$ cat src/hw/tia_defs.svh
// TIA shared constants
`ifndef TIA_DEFS_SVH
`define TIA_DEFS_SVH

`define TIA_LINE_CLKS    228  // Clocks per scan line
`define TIA_VIS_W        160  // Visible pixels per line
`define TIA_FRAME_LINES  262  // NTSC lines per frame
`define TIA_FIRST_LINE   22   // First line that emits pixels
`define TIA_PICTURE_LINE 38   // First line with real colour
`define TIA_RES_OFFSET   5    // RESPx/RESBL position skew
`define TIA_AUD_DIV      38   // Base audio divider

// Write addresses
`define TIA_A_VSYNC  6'h00
`define TIA_A_WSYNC  6'h02
`define TIA_A_COLUP0 6'h06
`define TIA_A_COLUP1 6'h07
`define TIA_A_COLUPF 6'h08
`define TIA_A_COLUBK 6'h09
`define TIA_A_CTRLPF 6'h0a
`define TIA_A_REFP0  6'h0b
`define TIA_A_REFP1  6'h0c
`define TIA_A_PF0    6'h0d
`define TIA_A_PF1    6'h0e
`define TIA_A_PF2    6'h0f
`define TIA_A_RESP0  6'h10
`define TIA_A_RESP1  6'h11
`define TIA_A_RESBL  6'h14
`define TIA_A_AUDC0  6'h15
`define TIA_A_AUDC1  6'h16
`define TIA_A_AUDF0  6'h17
`define TIA_A_AUDF1  6'h18
`define TIA_A_AUDV0  6'h19
`define TIA_A_AUDV1  6'h1a
`define TIA_A_GRP0   6'h1b
`define TIA_A_GRP1   6'h1c
`define TIA_A_ENABL  6'h1f
`define TIA_A_CXCLR  6'h2c

// Read addresses
`define TIA_R_CXP0FB 6'h02
`define TIA_R_CXP1FB 6'h03
`define TIA_R_CXBLPF 6'h06
`define TIA_R_CXPPMM 6'h07

`endif

$ cat src/hw/tia_pkg.sv
// TIA shared types
`default_nettype none

package tia_pkg;

  typedef struct packed {
    logic       stb;  // Access strobe
    logic       we;   // Write when set, read otherwise
    logic [5:0] adr;
    logic [7:0] dat;
  } bus_req_t;

  typedef struct packed {
    logic [7:0] x;  // Clock within line, 0..227
    logic [8:0] y;  // Line within frame, 0..261
  } beam_t;

  typedef struct packed {
    logic [6:0]  colup0;
    logic [6:0]  colup1;
    logic [6:0]  colupf;
    logic [6:0]  colubk;
    logic [19:0] pf;           // PF0..PF2 in scan order
    logic        refpf;
    logic        scorepf;
    logic        pf_priority;  // Playfield above players
    logic        enabl;
    logic [3:0]  ball_w;
    logic [7:0]  x_bl;
    logic [7:0]  grp0;
    logic [7:0]  grp1;
    logic        refp0;
    logic        refp1;
    logic [7:0]  x_p0;
    logic [7:0]  x_p1;
  } video_regs_t;

  typedef struct packed {
    logic [3:0] audc0;
    logic [3:0] audc1;
    logic [4:0] audf0;
    logic [4:0] audf1;
    logic [3:0] audv0;
    logic [3:0] audv1;
  } audio_regs_t;

  typedef struct packed {
    logic pf;
    logic bl;
    logic p0;
    logic p1;
  } obj_bits_t;

endpackage

`default_nettype wire

$ cat src/hw/tia_regs.sv
// TIA write register file
`timescale 1ns/1ps
`default_nettype none
`include "tia_defs.svh"

module tia_regs (
  input  wire                  clk,
  input  wire                  reset,
  input  tia_pkg::bus_req_t    req_i,
  input  tia_pkg::beam_t       beam_i,
  output tia_pkg::video_regs_t vregs_o,
  output tia_pkg::audio_regs_t aregs_o,
  output logic                 vsync_restart_o,
  output logic                 stall_o
);

  logic       wr;
  logic       vsync_q;  // Last VSYNC bit 1
  logic [7:0] res_pos;  // Position for a RESxx strobe now

  assign wr = req_i.stb && req_i.we;
  assign res_pos = (beam_i.x >= 8'(`TIA_VIS_W)) ? 8'd0 : beam_i.x + 8'(`TIA_RES_OFFSET);

  // Rising VSYNC restarts the beam on this very edge
  assign vsync_restart_o = wr && (req_i.adr == `TIA_A_VSYNC) && req_i.dat[1] && !vsync_q;

  always_ff @(posedge clk) begin
    if (reset) begin
      vregs_o <= '0;
      aregs_o <= '0;
      vsync_q <= 1'b0;
      stall_o <= 1'b0;
    end else begin
      if (beam_i.x == 8'(`TIA_VIS_W)) stall_o <= 1'b0;  // Release at hsync
      if (wr) begin
        case (req_i.adr)
          `TIA_A_VSYNC:  vsync_q <= req_i.dat[1];
          `TIA_A_WSYNC:  stall_o <= 1'b1;  // Overrides release
          `TIA_A_COLUP0: vregs_o.colup0 <= req_i.dat[7:1];
          `TIA_A_COLUP1: vregs_o.colup1 <= req_i.dat[7:1];
          `TIA_A_COLUPF: vregs_o.colupf <= req_i.dat[7:1];
          `TIA_A_COLUBK: vregs_o.colubk <= req_i.dat[7:1];
          `TIA_A_CTRLPF: begin
            vregs_o.refpf       <= req_i.dat[0];
            vregs_o.scorepf     <= req_i.dat[1];
            vregs_o.pf_priority <= req_i.dat[2];
            vregs_o.ball_w      <= 4'd1 << req_i.dat[5:4];
          end
          `TIA_A_REFP0:  vregs_o.refp0 <= req_i.dat[3];
          `TIA_A_REFP1:  vregs_o.refp1 <= req_i.dat[3];
          `TIA_A_PF0:    for (int i = 0; i < 4; i++) vregs_o.pf[i] <= req_i.dat[4 + i];
          `TIA_A_PF1:    for (int i = 0; i < 8; i++) vregs_o.pf[4 + i] <= req_i.dat[7 - i];
          `TIA_A_PF2:    vregs_o.pf[19:12] <= req_i.dat;  // Already LSB first
          `TIA_A_RESP0:  vregs_o.x_p0 <= res_pos;
          `TIA_A_RESP1:  vregs_o.x_p1 <= res_pos;
          `TIA_A_RESBL:  vregs_o.x_bl <= res_pos;
          `TIA_A_AUDC0:  aregs_o.audc0 <= req_i.dat[3:0];
          `TIA_A_AUDC1:  aregs_o.audc1 <= req_i.dat[3:0];
          `TIA_A_AUDF0:  aregs_o.audf0 <= req_i.dat[4:0];
          `TIA_A_AUDF1:  aregs_o.audf1 <= req_i.dat[4:0];
          `TIA_A_AUDV0:  aregs_o.audv0 <= req_i.dat[3:0];
          `TIA_A_AUDV1:  aregs_o.audv1 <= req_i.dat[3:0];
          `TIA_A_GRP0:   vregs_o.grp0 <= req_i.dat;
          `TIA_A_GRP1:   vregs_o.grp1 <= req_i.dat;
          `TIA_A_ENABL:  vregs_o.enabl <= req_i.dat[1];
          default: ;  // CXCLR and unused addresses
        endcase
      end
    end
  end

endmodule

`default_nettype wire

$ cat src/hw/tia_beam.sv
// TIA beam position counters
`timescale 1ns/1ps
`default_nettype none
`include "tia_defs.svh"

module tia_beam (
  input  wire            clk,
  input  wire            reset,
  input  wire            restart_i,
  output tia_pkg::beam_t beam_o
);

  logic line_end;
  logic frame_end;

  assign line_end  = (beam_o.x == 8'(`TIA_LINE_CLKS - 1));
  assign frame_end = (beam_o.y == 9'(`TIA_FRAME_LINES - 1));

  always_ff @(posedge clk) begin
    if (reset || restart_i) begin
      beam_o <= '0;  // VSYNC puts the beam at top left
    end else if (line_end) begin
      beam_o.x <= 8'd0;
      if (frame_end) begin
        beam_o.y <= 9'd0;
      end else begin
        beam_o.y <= beam_o.y + 9'd1;
      end
    end else begin
      beam_o.x <= beam_o.x + 8'd1;
    end
  end

endmodule

`default_nettype wire

$ cat src/hw/tia_objects.sv
// TIA object pixel generation
`timescale 1ns/1ps
`default_nettype none
`include "tia_defs.svh"

module tia_objects (
  input  tia_pkg::beam_t       beam_i,
  input  tia_pkg::video_regs_t vregs_i,
  output tia_pkg::obj_bits_t   bits_o
);

  logic       visible;
  logic [7:0] pf_col;   // Column within the 80-pixel half
  logic [8:0] bl_end;
  logic       pf_hit;
  logic       bl_hit;

  // One 8-pixel player, MSB at the left edge unless reflected
  function automatic logic player_bit(input logic [7:0] x, input logic [7:0] pos,
                                      input logic [7:0] grp, input logic refl);
    logic [8:0] off;
    off = {1'b0, x} - {1'b0, pos};
    if (x < pos || off >= 9'd8) return 1'b0;
    return refl ? grp[off[2:0]] : grp[3'd7 - off[2:0]];
  endfunction

  assign visible = (beam_i.x < 8'(`TIA_VIS_W));

  always_comb begin
    if (beam_i.x < 8'd80) begin
      pf_col = beam_i.x;
    end else if (vregs_i.refpf) begin
      pf_col = 8'd159 - beam_i.x;  // Mirrored right half
    end else begin
      pf_col = beam_i.x - 8'd80;
    end
  end

  assign pf_hit = vregs_i.pf[pf_col[6:2]];
  assign bl_end = {1'b0, vregs_i.x_bl} + {5'd0, vregs_i.ball_w};
  assign bl_hit = vregs_i.enabl && (beam_i.x >= vregs_i.x_bl) && ({1'b0, beam_i.x} < bl_end);

  assign bits_o.pf = visible && pf_hit;
  assign bits_o.bl = visible && bl_hit;
  assign bits_o.p0 = visible &&
                     player_bit(beam_i.x, vregs_i.x_p0, vregs_i.grp0, vregs_i.refp0);
  assign bits_o.p1 = visible &&
                     player_bit(beam_i.x, vregs_i.x_p1, vregs_i.grp1, vregs_i.refp1);

endmodule

`default_nettype wire

$ cat src/hw/tia_collide.sv
// TIA collision latches
`timescale 1ns/1ps
`default_nettype none
`include "tia_defs.svh"

module tia_collide (
  input  wire                clk,
  input  wire                reset,
  input  tia_pkg::bus_req_t  req_i,
  input  tia_pkg::obj_bits_t bits_i,
  output logic [7:0]         dat_o
);

  // Latch order: p0-pf, p0-bl, p1-pf, p1-bl, bl-pf, p0-p1
  logic [5:0] cx;
  logic [5:0] hits;
  logic       clr;
  logic       rd;

  assign hits = {bits_i.p0 && bits_i.pf, bits_i.p0 && bits_i.bl,
                 bits_i.p1 && bits_i.pf, bits_i.p1 && bits_i.bl,
                 bits_i.bl && bits_i.pf, bits_i.p0 && bits_i.p1};
  assign clr  = req_i.stb && req_i.we && (req_i.adr == `TIA_A_CXCLR);
  assign rd   = req_i.stb && !req_i.we;

  always_ff @(posedge clk) begin
    if (reset || clr) begin
      cx <= '0;  // Clear beats a same-cycle hit
    end else begin
      cx <= cx | hits;
    end
  end

  always_ff @(posedge clk) begin
    if (reset) begin
      dat_o <= 8'd0;
    end else if (rd) begin
      case (req_i.adr)
        `TIA_R_CXP0FB: dat_o <= {cx[5:4], 6'd0};
        `TIA_R_CXP1FB: dat_o <= {cx[3:2], 6'd0};
        `TIA_R_CXBLPF: dat_o <= {cx[1], 7'd0};
        `TIA_R_CXPPMM: dat_o <= {cx[0], 7'd0};  // No missiles, bit 6 stays 0
        default:       dat_o <= 8'd0;
      endcase
    end
  end

endmodule

`default_nettype wire

$ cat src/hw/tia_mixer.sv
// TIA colour priority mixer
`timescale 1ns/1ps
`default_nettype none
`include "tia_defs.svh"

module tia_mixer (
  input  wire                  clk,
  input  wire                  reset,
  input  tia_pkg::beam_t       beam_i,
  input  tia_pkg::video_regs_t vregs_i,
  input  tia_pkg::obj_bits_t   bits_i,
  output logic [6:0]           vid_out_o,
  output logic [7:0]           vid_xpos_o,
  output logic [8:0]           vid_line_o,
  output logic                 vid_wr_o
);

  logic [6:0] pf_color;
  logic [6:0] color;

  // Score mode paints each half with its player colour
  assign pf_color = !vregs_i.scorepf ? vregs_i.colupf :
                    (beam_i.x < 8'd80) ? vregs_i.colup0 : vregs_i.colup1;

  always_comb begin
    if (beam_i.y < 9'(`TIA_PICTURE_LINE)) color = 7'd0;  // Blank top lines
    else if (bits_i.bl)                            color = vregs_i.colupf;
    else if (vregs_i.pf_priority && bits_i.pf)     color = pf_color;
    else if (bits_i.p0)                            color = vregs_i.colup0;
    else if (bits_i.p1)                            color = vregs_i.colup1;
    else if (bits_i.pf)                            color = pf_color;
    else                                           color = vregs_i.colubk;
  end

  always_ff @(posedge clk) begin
    if (reset) vid_wr_o <= 1'b0;
    else vid_wr_o <= (beam_i.y >= 9'(`TIA_FIRST_LINE)) && (beam_i.x < 8'(`TIA_VIS_W));
    vid_out_o  <= color;
    vid_xpos_o <= beam_i.x;
    vid_line_o <= beam_i.y;
  end

endmodule

`default_nettype wire

$ cat src/hw/tia_audio.sv
// TIA tone generators
`timescale 1ns/1ps
`default_nettype none
`include "tia_defs.svh"

module tia_audio (
  input  wire                  clk,
  input  wire                  reset,
  input  tia_pkg::audio_regs_t aregs_i,
  output logic [3:0]           audio_left_o,
  output logic [3:0]           audio_right_o
);

  logic [1:0][3:0]  audc;
  logic [1:0][10:0] div;   // (AUDF+1) * 38, at most 1216
  logic [1:0][10:0] cnt;
  logic [1:0]       tone;

  assign audc   = {aregs_i.audc1, aregs_i.audc0};
  assign div[0] = (11'(aregs_i.audf0) + 11'd1) * 11'(`TIA_AUD_DIV);
  assign div[1] = (11'(aregs_i.audf1) + 11'd1) * 11'(`TIA_AUD_DIV);

  always_ff @(posedge clk) begin
    if (reset) begin
      cnt  <= '0;
      tone <= '0;
    end else begin
      for (int i = 0; i < 2; i++) begin
        if (audc[i] == 4'd0) begin
          tone[i] <= 1'b1;  // AUDC 0 means steady volume
          cnt[i]  <= cnt[i] + 11'd1;
        end else if (cnt[i] >= div[i]) begin
          tone[i] <= !tone[i];
          cnt[i]  <= 11'd0;
        end else begin
          cnt[i]  <= cnt[i] + 11'd1;
        end
      end
    end
  end

  assign audio_left_o  = tone[0] ? aregs_i.audv0 : 4'd0;
  assign audio_right_o = tone[1] ? aregs_i.audv1 : 4'd0;

endmodule

`default_nettype wire

$ cat src/hw/tia_top.sv
// TIA top level
`timescale 1ns/1ps
`default_nettype none

module tia_top (
  input  wire        clk,
  input  wire        reset,
  input  wire        stb_i,
  input  wire        we_i,
  input  wire  [5:0] adr_i,
  input  wire  [7:0] dat_i,
  output logic [7:0] dat_o,
  output logic       stall_o,
  output logic [6:0] vid_out_o,
  output logic [7:0] vid_xpos_o,
  output logic [8:0] vid_line_o,
  output logic       vid_wr_o,
  output logic [3:0] audio_left_o,
  output logic [3:0] audio_right_o
);

  tia_pkg::bus_req_t    req;
  tia_pkg::beam_t       beam;
  tia_pkg::video_regs_t vregs;
  tia_pkg::audio_regs_t aregs;
  tia_pkg::obj_bits_t   bits;
  logic                 restart;

  assign req = '{stb: stb_i, we: we_i, adr: adr_i, dat: dat_i};

  tia_regs u_regs (
    .clk(clk), .reset(reset), .req_i(req), .beam_i(beam),
    .vregs_o(vregs), .aregs_o(aregs), .vsync_restart_o(restart), .stall_o(stall_o)
  );

  tia_beam u_beam (
    .clk(clk), .reset(reset), .restart_i(restart), .beam_o(beam)
  );

  tia_objects u_objects (
    .beam_i(beam), .vregs_i(vregs), .bits_o(bits)
  );

  tia_collide u_collide (
    .clk(clk), .reset(reset), .req_i(req), .bits_i(bits), .dat_o(dat_o)
  );

  tia_mixer u_mixer (
    .clk(clk), .reset(reset), .beam_i(beam), .vregs_i(vregs), .bits_i(bits),
    .vid_out_o(vid_out_o), .vid_xpos_o(vid_xpos_o), .vid_line_o(vid_line_o),
    .vid_wr_o(vid_wr_o)
  );

  tia_audio u_audio (
    .clk(clk), .reset(reset), .aregs_i(aregs),
    .audio_left_o(audio_left_o), .audio_right_o(audio_right_o)
  );

endmodule

`default_nettype wire

$ cat config.mk
export PLATFORM = sky130hd
export DESIGN_NAME = tia_top
export DESIGN_NICKNAME = d
export VERILOG_FILES = /design/src/hw/tia_pkg.sv /design/src/hw/tia_regs.sv /design/src/hw/tia_beam.sv /design/src/hw/tia_objects.sv /design/src/hw/tia_collide.sv /design/src/hw/tia_mixer.sv /design/src/hw/tia_audio.sv /design/src/hw/tia_top.sv
export VERILOG_INCLUDE_DIRS = /design/src /design/src/hw
export SDC_FILE = /design/constraint.sdc
export NUM_CORES = 1
export LEC_CHECK = 0
export BUFFER_PORTS_ARGS = -buffer_cell sky130_fd_sc_hd__clkbuf_2
export CORE_ASPECT_RATIO = 0.75
export CORE_MARGIN = 3
export CORE_UTILIZATION = 56
export CTS_CLUSTER_DIAMETER = 40
export DETAILED_ROUTE_END_ITERATION = 6
export PLACE_DENSITY = 0.77
export SLEW_MARGIN = 5
export SYNTH_ARGS = -nofsm -noshare
export SYNTH_HDL_FRONTEND = slang
export SYNTH_HIERARCHICAL = 1
export SYNTH_SLANG_ARGS = --single-unit
$ cat constraint.sdc
create_clock -name clk -period 3.82 [get_ports clk]
set_input_delay 0.191 -clock clk [delete_from_list [all_inputs] [get_ports clk]]
set_output_delay 0.191 -clock clk [all_outputs]
set_load 0.05 [all_outputs]
* Word level (Yosys, flattened, before mapping)
Index checks and enable logic that the tools add are counted.
Widths: inputs -> output; s select.
** Word-level totals
- Flip-flop bits (word level) :: 206
- Bits in latches :: 0
- RAM bits :: 0
- Bits in read-only memories :: 0
- Input bits :: 18
- Logic and storage cells :: 203
- Memories kept :: 0
** Operators by class
- Add/subtract/negate cells :: 14
- $mul :: 2
- Divide/modulo/power cells :: 0
- Order comparisons :: 18
- Eq/ne operators :: 28
- Shift-type cells :: 1
- Muxes and demuxes :: 43
- Bitwise operators :: 1
- Reductions and logical operators :: 57
** Operator list (count)
- $eq 6x5->1 const B :: 12
- $mux 7 :: 9
- $eq 6x4->1 const B :: 8
- $reduce_and 2->1 :: 23
- $mux 11 :: 4
- $pmux 8 s4 :: 1
- $add 11x1->11 const B :: 2
- $ge 11x11->1 :: 2
- $mul 11x5->10 const B :: 2
- $logic_and 1x1->1 :: 20
- $mux 1 :: 20
- $ge 9x4->1 const B :: 2
- $sub 8x8->9 :: 2
- $eq 8x8->1 const B :: 2
- $lt 3x4->1 const B :: 4
- $lt 8x8->1 :: 2
- $add 5x1->6 const B :: 2
- $bmux 1 s3 :: 4
- $eq 6x2->1 const B :: 2
- $eq 6x3->1 const B :: 2
- $add 8x4->9 :: 1
- $add 9x1->9 const B :: 1
- $eq 9x9->1 const B :: 1
- $ge 9x5->1 const B :: 1
- other kinds (25) :: 35

* Longest topological paths before layout
Gate-level depths: netlist (run 1).
- Depth in word-level cells :: 11
- Mapped depth :: 19

* Modules after synthesis
The synthesis (run 1) kept the hierarchy.
** By module, submodules not included
- tia_regs :: instances 1, cells an instance 484, area each 4907.2 sq um, seq. area each 2522.4 sq um
- tia_audio :: instances 1, cells an instance 300, area each 2718.9 sq um, seq. area each 480.5 sq um
- tia_objects :: instances 1, cells an instance 224, area each 1884.3 sq um, seq. area each 0.0 sq um
- tia_mixer :: instances 1, cells an instance 117, area each 1131.1 sq um, seq. area each 500.5 sq um
- tia_beam :: instances 1, cells an instance 85, area each 792.0 sq um, seq. area each 340.3 sq um
- tia_collide :: instances 1, cells an instance 40, area each 389.1 sq um, seq. area each 160.2 sq um

* Least setup slack after synthesis (run 1)
Ideal clock, no wire load.
- Path type :: register to register
- Start :: register u_regs/aregs_o[8] (netlist name)
- End :: register u_audio/cnt[13] (netlist name)
- Setup time :: 74 ps
- Arrival time :: 3783 ps
- Data required time :: 3746 ps
- Path slack :: -38 ps
- Stages on the path, launching flop included :: 17
- Period minus slack after synthesis :: 3858 ps
- Cell sequence :: dfxtp_1 ha_1 nand3_1 xnor2_1 ha_1 fa_1 ha_1 a21boi_0 o31a_1 a311oi_1 ha_1 a21oi_1 o21ai_0 o21ai_1 o31ai_2 buf_6 nor3_2
** Between the ends
- Cells in the longest elaborated chain, start to end :: 5
** Ends and longest elaborated chain
- from (decl) :: line tia_regs.sv:12 : output tia_pkg::audio_regs_t aregs_o,
- $add 5x1->6 :: line tia_audio.sv:21 : assign div[1] = (11'(aregs_i.audf1) + 11'd1) * 11'(`TIA_AUD_DIV);
- $mul 11x5->10 :: line tia_audio.sv:21
- $ge 11x11->1 :: line tia_audio.sv:32 : end else if (cnt[i] >= div[i]) begin
- $mux 11 :: line tia_audio.sv:32
- $mux 11 :: line tia_audio.sv:29 : if (audc[i] == 4'd0) begin
- to (signal, indexed assignment) :: line tia_audio.sv:31 : cnt[i] <= cnt[i] + 11'd1;
- to (signal, indexed assignment) :: line tia_audio.sv:36 : cnt[i] <= cnt[i] + 11'd1;
- to (decl) :: line tia_audio.sv:16 : logic [1:0][10:0] cnt;
No other way between the ends.
A chain may end at the register's enable or synchronous reset.

* Worst setup path in the final report (run 1)
- Start :: register u_regs/aregs_o[9] (netlist name)
- End :: register u_audio/cnt[14] (netlist name)
Same word-level chain as after synthesis.

==> impl_metrics.csv, run 1 <==
group,metric,value,unit
synth,synth_most_common_cell,"dfxtp_1",
synth,yosys_warnings,6,
grt,antenna_found_initial,0,
synth,synth_top_cell_area_share,0.339,
critical_path,cp_top_family,"compound AO/OA/AOI/OAI gates",
synth,syn_area,0.0118,sq mm
floorplanning,rows,45,
synth,yosysTopAreaCell,"dfxtp_1",
critical_path,critical_path.max_stage_delay,370,ps
final_layout,layout-drive-gt1-share,0.223,
floorplanning,coreArea,0.0205,sq mm
power,ir_worst_vdd,0.000281,V
critical_path,cp_slowest_cell,"dfxtp_4",
synth,synthDistinctLibCells,89,
synth,synth_area_leaders,"dfxtp_1 34%, mux2i_1 11%, ha_1 9.8%, nor2_1 5.2%, xor2_1 2.7%",
drt,ant_nets,0,
clocking,numCtsBuffers,17,
grt,grt_pass1_wl,47600,um
placement,dp_hpwl,19500,um
worst_hold_path,hold_class,"in2reg",
placement,place.gp.congestion,0.864,
drt,drc,0,
timing,worst_pin_slew,967,ps
timing,slew-limit-headroom,0.355,
synth,synth.avg_cell_area,9.46,sq um
synth,yosysSeqAreaShare,0.339,
critical_path,r2r_setup_slack,-80,ps
synth,synthCells,1250,
grt,grt_pass1_vias,9313,
drt,wl_per_cell,18.0,um
floorplanning,die_y,132,um
grt,overflow,0,
drt,first_iter_violations,988,
critical_path,cp_cell_sequence,"buf_4 -> buf_4 -> nand2_1 -> nand2_1 -> xor2_1 -> ha_1 -> ha_1 -> a21oi_2 -> a21boi_4 -> o31a_1 -> a311oi_2 -> ha_1 -> nand4_1 -> buf_4 -> nor2_4 -> o21ai_4 -> o31ai_4 -> buf_12 -> nor3_2",
critical_path,critPathLaunchType,"register",
floorplanning,die_area,0.0229,sq mm
critical_path,r2r_cells,19,
outcome,status,"finished, violations left",
drt,vias_per_cell,5.87,
timing,fin_ws,-82.8,ps
critical_path,cp.depth,19,
critical_path,required,4180,ps
timing,finalClockSkew,12.5,ps
power,power,4.28,mW
clocking,cts.sinks,200,
run,maxCapViolations,0,
grt,grt_usage,0.251,
critical_path,crit_buf_inv,4,
timing,grt_setup_unrepaired,"true",
timing,finalSetupViolCount,12,
critical_path,cp-end-kind,"register",
timing,final.setup.tns,-613,ps
drt,wirelength,29700,um
timing,hold_viol,0,
placement,io_buffers,53,
timing,holdWs,125,ps
outcome,violations,"negative setup slack",
final_layout,area_growth,18.1,%
final_layout,antenna_cells,0,
power,leakagePower,5.69,nW
final_layout,utilization,0.681,
power,cellPowerDensity,307,mW/mm^2
placement,placed_cells,1592,
grt,grt_start_max_net_pins,112,
timing,report.final.slew_viol_count,0,
synth,synth_common_cells,"200 x dfxtp_1, 164 x nor2_1, 127 x mux2i_1, 93 x ha_1, 64 x inv_1",
timing,max_freq,256,MHz
critical_path,cp_data_arrival_time,4270,ps
clocking,cts_buffer_depth,2,
clocking,clk_pin_slew_worst_paths,80,ps
worst_hold_path,hold_depth,4,
drt,firstDrtPassIters,5,
final_layout,stdcell_count,1650,
synth,synthFlopType,"dfxtp_1",
timing,fin_crit_sh,1.02,
synth,async_flop_share,0,
clocking,clk_latency,440,ps
clocking,cts_root_buf,"clkbuf_16",
floorplanning,ios,60,
synth,synth_edf_count,0,
timing,period_minus_slack,3900,ps
critical_path,crit_path_max_fanout,6,
drt,vias,9692,
final_layout,nets,1474,
synth,ys_ff_latch,200,
clocking,ctsHtreeMaxLevel,4,
clocking,cts_tree,"yes",
critical_path,path_class,"reg2reg",
floorplanning,die_width,174,um
floorplanning,initial_core_util,0.577,
cells by family after synthesis:
family                   Yosys count  synth area share
XOR/XNOR                          67            0.0512
flip-flops                       200             0.339
buffers and inverters            122            0.0461
AND/OR/NAND/NOR                  413             0.191
multiplexers                     146             0.139
AO/OA/AOI/OAI                    201             0.123
other                              1          0.000317
adder cells (fa/ha/maj)          100             0.110
final timing paths:
check,endpoint,from
setup / recovery,u_audio/cnt[14],u_regs/aregs_o[9]
hold reg to reg,u_mixer/vid_line_o[3],u_beam/beam_o[3]
setup reg to reg,u_audio/cnt[14],u_regs/aregs_o[9]
hold / removal,u_collide/dat_o[7],adr_i[5]
layout by cell type, fill, tap and decap left out, types with 21 or more instances in the layout:
cell      count
clkbuf_2     52
mux2i_1     127
xor2_1       35
nand2b_1     21
nand2_1      44
buf_4        79
xnor2_1      26
ha_1         84
inv_1        60
o21ai_0      29
dfxtp_1     194
nor2_1      162
a21oi_1      45
layer usage:
metal  wire length [um]  share of wire  global-route usage
met4                441          0.015              0.0683
met1              13800           0.46               0.350
met3               1660          0.056              0.0469
met2              13800           0.46               0.400
met5                  0              0                   0
stage by stage:
step                area, sq um  setup WS, ps
floorplan                 11900          2.34
global placement          12700          -449
detailed placement        12700          -665
CTS                       13600          -245
global route              14000          -263
finish                    14000         -82.8
power by group:
part           total, mW  switching (mW)  internal [mW]
sequential          2.11          0.0154           2.09
combinational      0.301           0.197          0.104
clock               1.87           0.870           1.00
state kept, by name, summed over array words and instances (netlist names):
register	cells
u_regs/aregs_o	26
u_collide/cx	6
u_audio/tone	2
u_regs/vsync_q	1
u_regs/vregs_o	98
u_collide/dat_o	2
u_mixer/vid_wr_o	1
u_mixer/vid_xpos_o	8
u_mixer/vid_out_o	7
u_audio/cnt	22
u_beam/beam_o	17
u_mixer/vid_line_o	9
u_regs/stall_o	1
worst min-delay path, cell delays in order:
cell and delay (ps):
clkbuf_2 110, nor4b_1 70, nand3_1 90, a21oi_1 60
area by class of cell:
type                    instances  area (sq um)
well taps                     282           353
repair buffers                139          1000
clock inverters                13           165
fillers                      1580          6530
flip-flops and latches        200          4020
multi-input cells             934          7740
inverters                      64           245
clock buffers                  18           439
what timing repair did:
item	4_1_cts	5_1_grt
gates resized for setup	46	46
buffers inserted	12	12
pin swaps	43	34
hold buffers	0	0
gates cloned	2	1
setup endpoints to repair	24	31
No activity file was read; power rests on OpenSTA's default activity.
==> run 2, diff against run 1 <==
- CORE_ASPECT_RATIO: 0.75 -> unset
==> impl_metrics.csv, run 2 (synthesis gave the netlist of run 1 again) <==
group,metric,value,unit
outcome,status,"finished, violations left",
outcome,violations,"negative setup slack",
floorplanning,ios,60,
clocking,clk_pin_slew_worst_paths,80,ps
timing,final.setup.tns,-1090,ps
final_layout,final_cell_mix,"195 x dfxtp_1, 160 x nor2_1, 127 x mux2i_1, 81 x ha_1, 69 x buf_4",
critical_path,cp_slowest_cell,"fa_1",
drt,firstDrtPassIters,7,
clocking,cts_tree,"yes",
clocking,cts.sinks,200,
timing,finalClockSkew,16.3,ps
floorplanning,rows,52,
grt,antenna_found_initial,0,
power,p_switching,1.09,mW
final_layout,area_growth,17.3,%
placement,place.gp.congestion,0.856,
drt,ant_nets,0,
drt,drc,0,
power,ir_worst_vdd,0.000245,V
final_layout,multi_input_area,0.00777,sq mm
critical_path,critical_path.max_stage_delay,570,ps
final_layout,largest_reg_flops,98,
floorplanning,coreArea,0.0205,sq mm
clocking,numCtsBuffers,17,
drt,wirelength,29700,um
final_layout,register_area,0.00402,sq mm
floorplanning,initial_core_util,0.577,
final_layout,fin_area,0.0139,sq mm
grt,grt_pass1_vias,9155,
drt,vias_per_cell,5.96,
critical_path,crit_top_cell,"ha_4",
critical_path,critPathLaunchType,"register",
floorplanning,die_y,151,um
final_layout,nets,1462,
placement,placed_cells,1574,
timing,grt_setup_unrepaired,"true",
grt,grt_pass1_wl,45600,um
timing,report.final.slew_viol_count,0,
critical_path,cp_cell_sequence,"buf_4 -> ha_4 -> inv_2 -> ha_4 -> fa_1 -> ha_4 -> a21boi_4 -> o31a_1 -> a311oi_2 -> ha_1 -> nand4_1 -> nor2_2 -> o21ai_2 -> o31ai_4 -> buf_12 -> nor3b_2",
timing,slew-limit-headroom,0.350,
grt,grt_usage,0.248,
grt,grt_start_max_net_pins,71,
power,p_seq_frac,0.500,
power,internal_power,3.13,mW
final_layout,layout-drive-gt1-share,0.216,
final_layout,final_common_cell,"dfxtp_1",
final_layout,antenna_cells,0,
clocking,cts_root_buf,"clkbuf_16",
power,leakagePower,5.63,nW
final_layout,regMostFlops,"u_regs/vregs_o",
timing,fin_crit_sh,1.04,
final_layout,stdcell_count,1627,
final_layout,nFillCells,1510,
placement,dp_hpwl,19500,um
placement,io_buffers,53,
critical_path,required,4170,ps
timing,max_freq,251,MHz
placement,placed_cell_area,0.0126,sq mm
power,p_comb_frac,0.072,
drt,first_iter_violations,725,
final_layout,top_regs,"u_regs/vregs_o (98), u_regs/aregs_o (26), u_audio/cnt (22)",
grt,overflow,0,
power,clock_power_share,0.428,
drt,vias,9696,
clocking,clk_latency,440,ps
clocking,cts_hold_buf,0,
timing,hold_viol,0,
worst_hold_path,hold_class,"in2reg",
run,maxCapViolations,0,
power,cellPowerDensity,304,mW/mm^2
timing,fin_ws,-161,ps
clocking,cts_buffer_depth,2,
floorplanning,die_width,151,um
timing,finalSetupViolCount,13,
critical_path,cp_data_arrival_time,4330,ps
floorplanning,die_area,0.0229,sq mm
power,power_switching_share,0.259,
timing,period_minus_slack,3980,ps
drt,wl_per_cell,18.3,um
critical_path,crit_path_max_fanout,6,
critical_path,cp-end-kind,"register",
timing,worst_pin_slew,975,ps
critical_path,path_class,"reg2reg",
clocking,ctsHtreeMaxLevel,4,
-- run 2: final timing paths --
check / startpoint / end / slack, ps / cells past startpoint
setup reg to reg: u_regs/aregs_o[9] / u_audio/cnt[12] / -160 / 16
hold reg to reg: u_beam/beam_o[1] / u_mixer/vid_line_o[1] / 430 / 0
hold / removal: we_i / u_collide/dat_o[7] / 140 / 4
setup / recovery: u_regs/aregs_o[9] / u_audio/cnt[12] / -160 / 16
-- run 2: worst max-delay path: cells and delay by family (launching register included) --
kind,cells,cell delay [ps]
flops,1,360
compound gates,5,1080
simple gates,3,510
fa+ha+maj,5,1610
buf+inv,3,380
-- run 2: final cells by class --
type,count,share of cell area
multi-input combinational,933,0.560
sequential,200,0.290
timing repair buffer,128,0.0660
clock buffer,18,0.0309
tap,270,0.0244
inverter,64,0.0173
clock inverter,14,0.0115
-- run 2: per-layer routing --
layer,vias to the layer above,GRT usage,wire [um]
met3,38,0.0401,1590
li1,4656,-,-
met2,311,0.429,14800
met1,4691,0.326,12900
met5,-,0,0
met4,0,0.0580,430
-- run 2: what timing repair did --
item / CTS / global route
resized for setup: 34 / 59
buffers inserted: 8 / 11
pin swaps: 30 / 37
endpoints found under the setup margin: 24 / 31
gates cloned: 1 / 2
-- run 2: power by group through the flow --
| stage | registers [mW] | clock network, mW | logic (mW) |
|---|---|---|---|
| floorplan | 2.17 | 0 | 0.195 |
| detailed placement | 2.16 | 0 | 0.284 |
| finish | 2.11 | 1.81 | 0.302 |
| global route | 2.11 | 1.91 | 0.325 |
| global placement | 2.16 | 0 | 0.278 |
| CTS | 2.11 | 1.83 | 0.289 |
-- run 2: through the flow --
stage | setup slack (ps) | power [mW] | hold slack (ps) | util
floorplan | 2.34 | 2.37 | 260 | -
global placement | -199 | 2.44 | 416 | 0.615
detailed placement | -334 | 2.45 | 428 | 0.615
CTS | -274 | 4.23 | 124 | 0.655
global route | -282 | 4.35 | 174 | 0.677
finish | -161 | 4.22 | 142 | 0.677
==> run 3, diff against run 2 <==
- SYNTH_HIERARCHICAL: 1 -> unset
==> impl_metrics.csv, run 3 <==
group,metric,value,unit
outcome,status,"finished clean",
final_layout,final_common_cell,"dfxtp_1",
grt,antenna_found_initial,0,
run,maxCapViolations,0,
synth,synthCells,1242,
final_layout,layout-drive-gt1-share,0.149,
critical_path,critical_path.max_stage_delay,410,ps
power,leakagePower,5.57,nW
clocking,cts_hold_buf,0,
synth,synthDistinctLibCells,70,
power,power,4.33,mW
critical_path,critPathLaunchType,"register",
floorplanning,die_y,148,um
clocking,cts_buffer_depth,2,
grt,grt_pass1_wl,43200,um
timing,hold_viol,0,
grt,globalRouteMet2Util,0.406,
clocking,ctsHtreeMaxLevel,4,
critical_path,path_class,"reg2reg",
final_layout,nets,1411,
final_layout,regMostFlops,"u_regs.vregs_o",
timing,slew-limit-headroom,0.298,
final_layout,utilization,0.651,
drt,wirelength,27300,um
synth,synth_most_common_cell,"dfxtp_1",
power,internal_power,3.33,mW
synth,synth.avg_cell_area,9.05,sq um
synth,yosys_warnings,0,
timing,finalClockSkew,9.10,ps
clocking,cts_root_buf,"clkbuf_16",
synth,syn_area,0.0112,sq mm
power,p_switching,0.999,mW
critical_path,crit_path_max_fanout,5,
timing,max_freq,266,MHz
drt,drc,0,
synth,synthFlopType,"dfxtp_1",
timing,finalSetupViolCount,0,
final_layout,area_growth,13.4,%
timing,period_minus_slack,3760,ps
grt,grt_usage,0.242,
power,p_seq_frac,0.487,
final_layout,final_cell_mix,"194 x dfxtp_1, 193 x nor2_1, 120 x mux2i_1, 93 x ha_1, 54 x a21oi_1",
worst_hold_path,min_to,"u_collide.dat_o[6]",
critical_path,r2r_start,"u_regs.aregs_o[10]",
final_layout,top_regs,"u_regs.vregs_o (98), u_regs.aregs_o (26), u_audio.cnt (22)",
timing,final.setup.tns,0,ps
critical_path,required,4120,ps
drt,wl_per_cell,17.4,um
grt,busiest_layer,"met2",
grt,use_met1,0.325,
worst_hold_path,worstHoldStart,"stb_i",
synth,synth_area_leaders,"dfxtp_1 36%, ha_1 11%, mux2i_1 11%, nor2_1 6.4%, xor2_1 3.1%",
critical_path,cp_top_family,"adder cells",
critical_path,cp_slowest_cell,"dfxtp_2",
synth,synth_edf_count,0,
critical_path,timing.rr.end,"u_audio.tone[1]",
floorplanning,coreArea,0.0196,sq mm
final_layout,largest_reg_flops,98,
worst_hold_path,hold_depth,4,
synth,synth_common_cells,"200 x dfxtp_1, 193 x nor2_1, 120 x mux2i_1, 97 x ha_1, 64 x a21oi_1",
floorplanning,die_width,148,um
grt,overflow,0,
floorplanning,die_area,0.0218,sq mm
placement,preCtsSetupSlack,-78.0,ps
drt,firstDrtPassIters,6,
timing,report.final.slew_viol_count,0,
power,p_comb_frac,0.065,
critical_path,crit_top_cell,"ha_1",
clocking,cts.sinks,200,
critical_path,cp-end-kind,"register",
critical_path,cp_cell_sequence,"nand3_1 -> xnor2_2 -> ha_1 -> ha_1 -> ha_1 -> a21oi_2 -> o21bai_1 -> a21oi_2 -> o21bai_1 -> a21oi_1 -> xor2_1 -> ha_1 -> or3_4 -> a21oi_2 -> nor4b_1",
synth,ys_ff_latch,200,
floorplanning,initial_core_util,0.574,
drt,vias_per_cell,5.85,
synth,yosysSeqAreaShare,0.356,
placement,place.gp.congestion,0.857,
grt,grt_start_max_net_pins,107,
synth,synth_top_cell_area_share,0.356,
grt,use_met3,0.0276,
final_layout,antenna_cells,0,
critical_path,r2r_cells,15,
critical_path,r2r_setup_slack,60,ps
power,power_switching_share,0.231,
timing,fin_ws,60.3,ps
floorplanning,ios,60,
power,ir_worst_vdd,0.000295,V
critical_path,cp_data_arrival_time,4060,ps
placement,dp_hpwl,18400,um
timing,fin_crit_sh,0.984,
synth,yosysTopAreaCell,"dfxtp_1",
clocking,clk_pin_slew_worst_paths,70,ps
drt,vias,9163,
clocking,cts_tree,"yes",
power,cellPowerDensity,340,mW/mm^2
critical_path,crit_buf_inv,0,
clocking,clk_latency,440,ps
clocking,numCtsBuffers,17,
synth,async_flop_share,0,
timing,worst_pin_slew,1030,ps
worst_hold_path,hold_class,"in2reg",
final_layout,nFillCells,1633,
drt,ant_nets,0,
grt,grt_pass1_vias,8654,
drt,first_iter_violations,677,
power,clock_power_share,0.447,
floorplanning,rows,51,
placement,io_buffers,53,
-- run 3: changes by cell type in the layout (fill, tap and decap cells not counted), sizes merged, moves of 9 or more --
cell	before	now
o31ai	15	1
o22ai	0	12
o211ai	1	11
o21bai	2	11
nor2b	14	5
inv	70	57
o21ai	38	23
nand3	23	34
buf	73	32
a21oi	51	64
nand3b	15	5
nor2	165	194
-- run 3: worst register-to-register path: stages (launching register included) --
cell and delay, ps:
dfxtp_2 410, nand3_1 160, xnor2_2 250, ha_1 270, ha_1 290, ha_1 370, a21oi_2 210, o21bai_1 130
a21oi_2 200, o21bai_1 110, a21oi_1 160, xor2_1 170, ha_1 280, or3_4 340, a21oi_2 170, nor4b_1 80
-- run 3: power groups by stage --
stage	Sequential (mW)	Combinational, mW	Clock [mW]
after global routing	2.11	0.306	2.04
after detailed placement	2.16	0.272	0
after floorplan	2.17	0.188	0
after CTS	2.11	0.274	1.96
after global placement	2.16	0.269	0
final	2.11	0.282	1.94
-- run 3: what timing repair did --
item                                    4_1_cts  5_1_grt
pin swaps                                     2       25
gates cloned                                  0        2
setup buffers                                 0        6
gates resized for setup                       9       53
hold endpoints to repair                      0        0
endpoints found under the setup margin       24       27
-- run 3: final cells by class --
type | instances | area (sq um) | share of cell area
clock inverter | 7 | 141 | 0.0111
clock buffer | 24 | 482 | 0.0378
tap | 265 | 332 | 0.0260
inverter | 57 | 214 | 0.0168
multi-input combinational | 929 | 7030 | 0.552
sequential | 200 | 4020 | 0.316
timing repair buffer | 84 | 522 | 0.0409
-- run 3: through the flow --
stage	instances	hold WS (ps)	cell area (sq um)
floorplan	1247	338	11300
global placement	1527	407	11800
detailed placement	1527	406	11800
CTS	1558	127	12400
global route	1566	211	12700
finish	1566	145	12700
-- run 3: worst max path at each step --
stage | end | cells after the start | start | slack, ps
2_1_floorplan | u_audio.cnt[2] | 19 | u_regs.aregs_o[13] | 60
3_3_place_gp | u_audio.cnt[1] | 18 | u_regs.aregs_o[14] | 40
3_5_place_dp | u_audio.cnt[3] | 18 | u_regs.aregs_o[14] | -80
4_1_cts | u_audio.cnt[5] | 18 | u_regs.aregs_o[14] | 9
5_1_grt | u_audio.tone[1] | 15 | u_regs.aregs_o[10] | -140
6_report | u_audio.tone[1] | 15 | u_regs.aregs_o[10] | 60
-- run 3: cell families after synthesis --
kind of cell,synth area share
DFF,0.356
and+or+nand+nor,0.179
muxes,0.132
AOI/OAI and AO/OA,0.113
xor gates and xnor gates,0.0561
other,0.000334
buffers and inverters,0.0425
adders and majority gates,0.120
-- run 3: routing by layer --
metal  part of all wire  up-vias
li1                   -     4444
met1               0.45     4427
met2               0.49      251
met3              0.041       41
met4              0.020        0
met5                  0        -
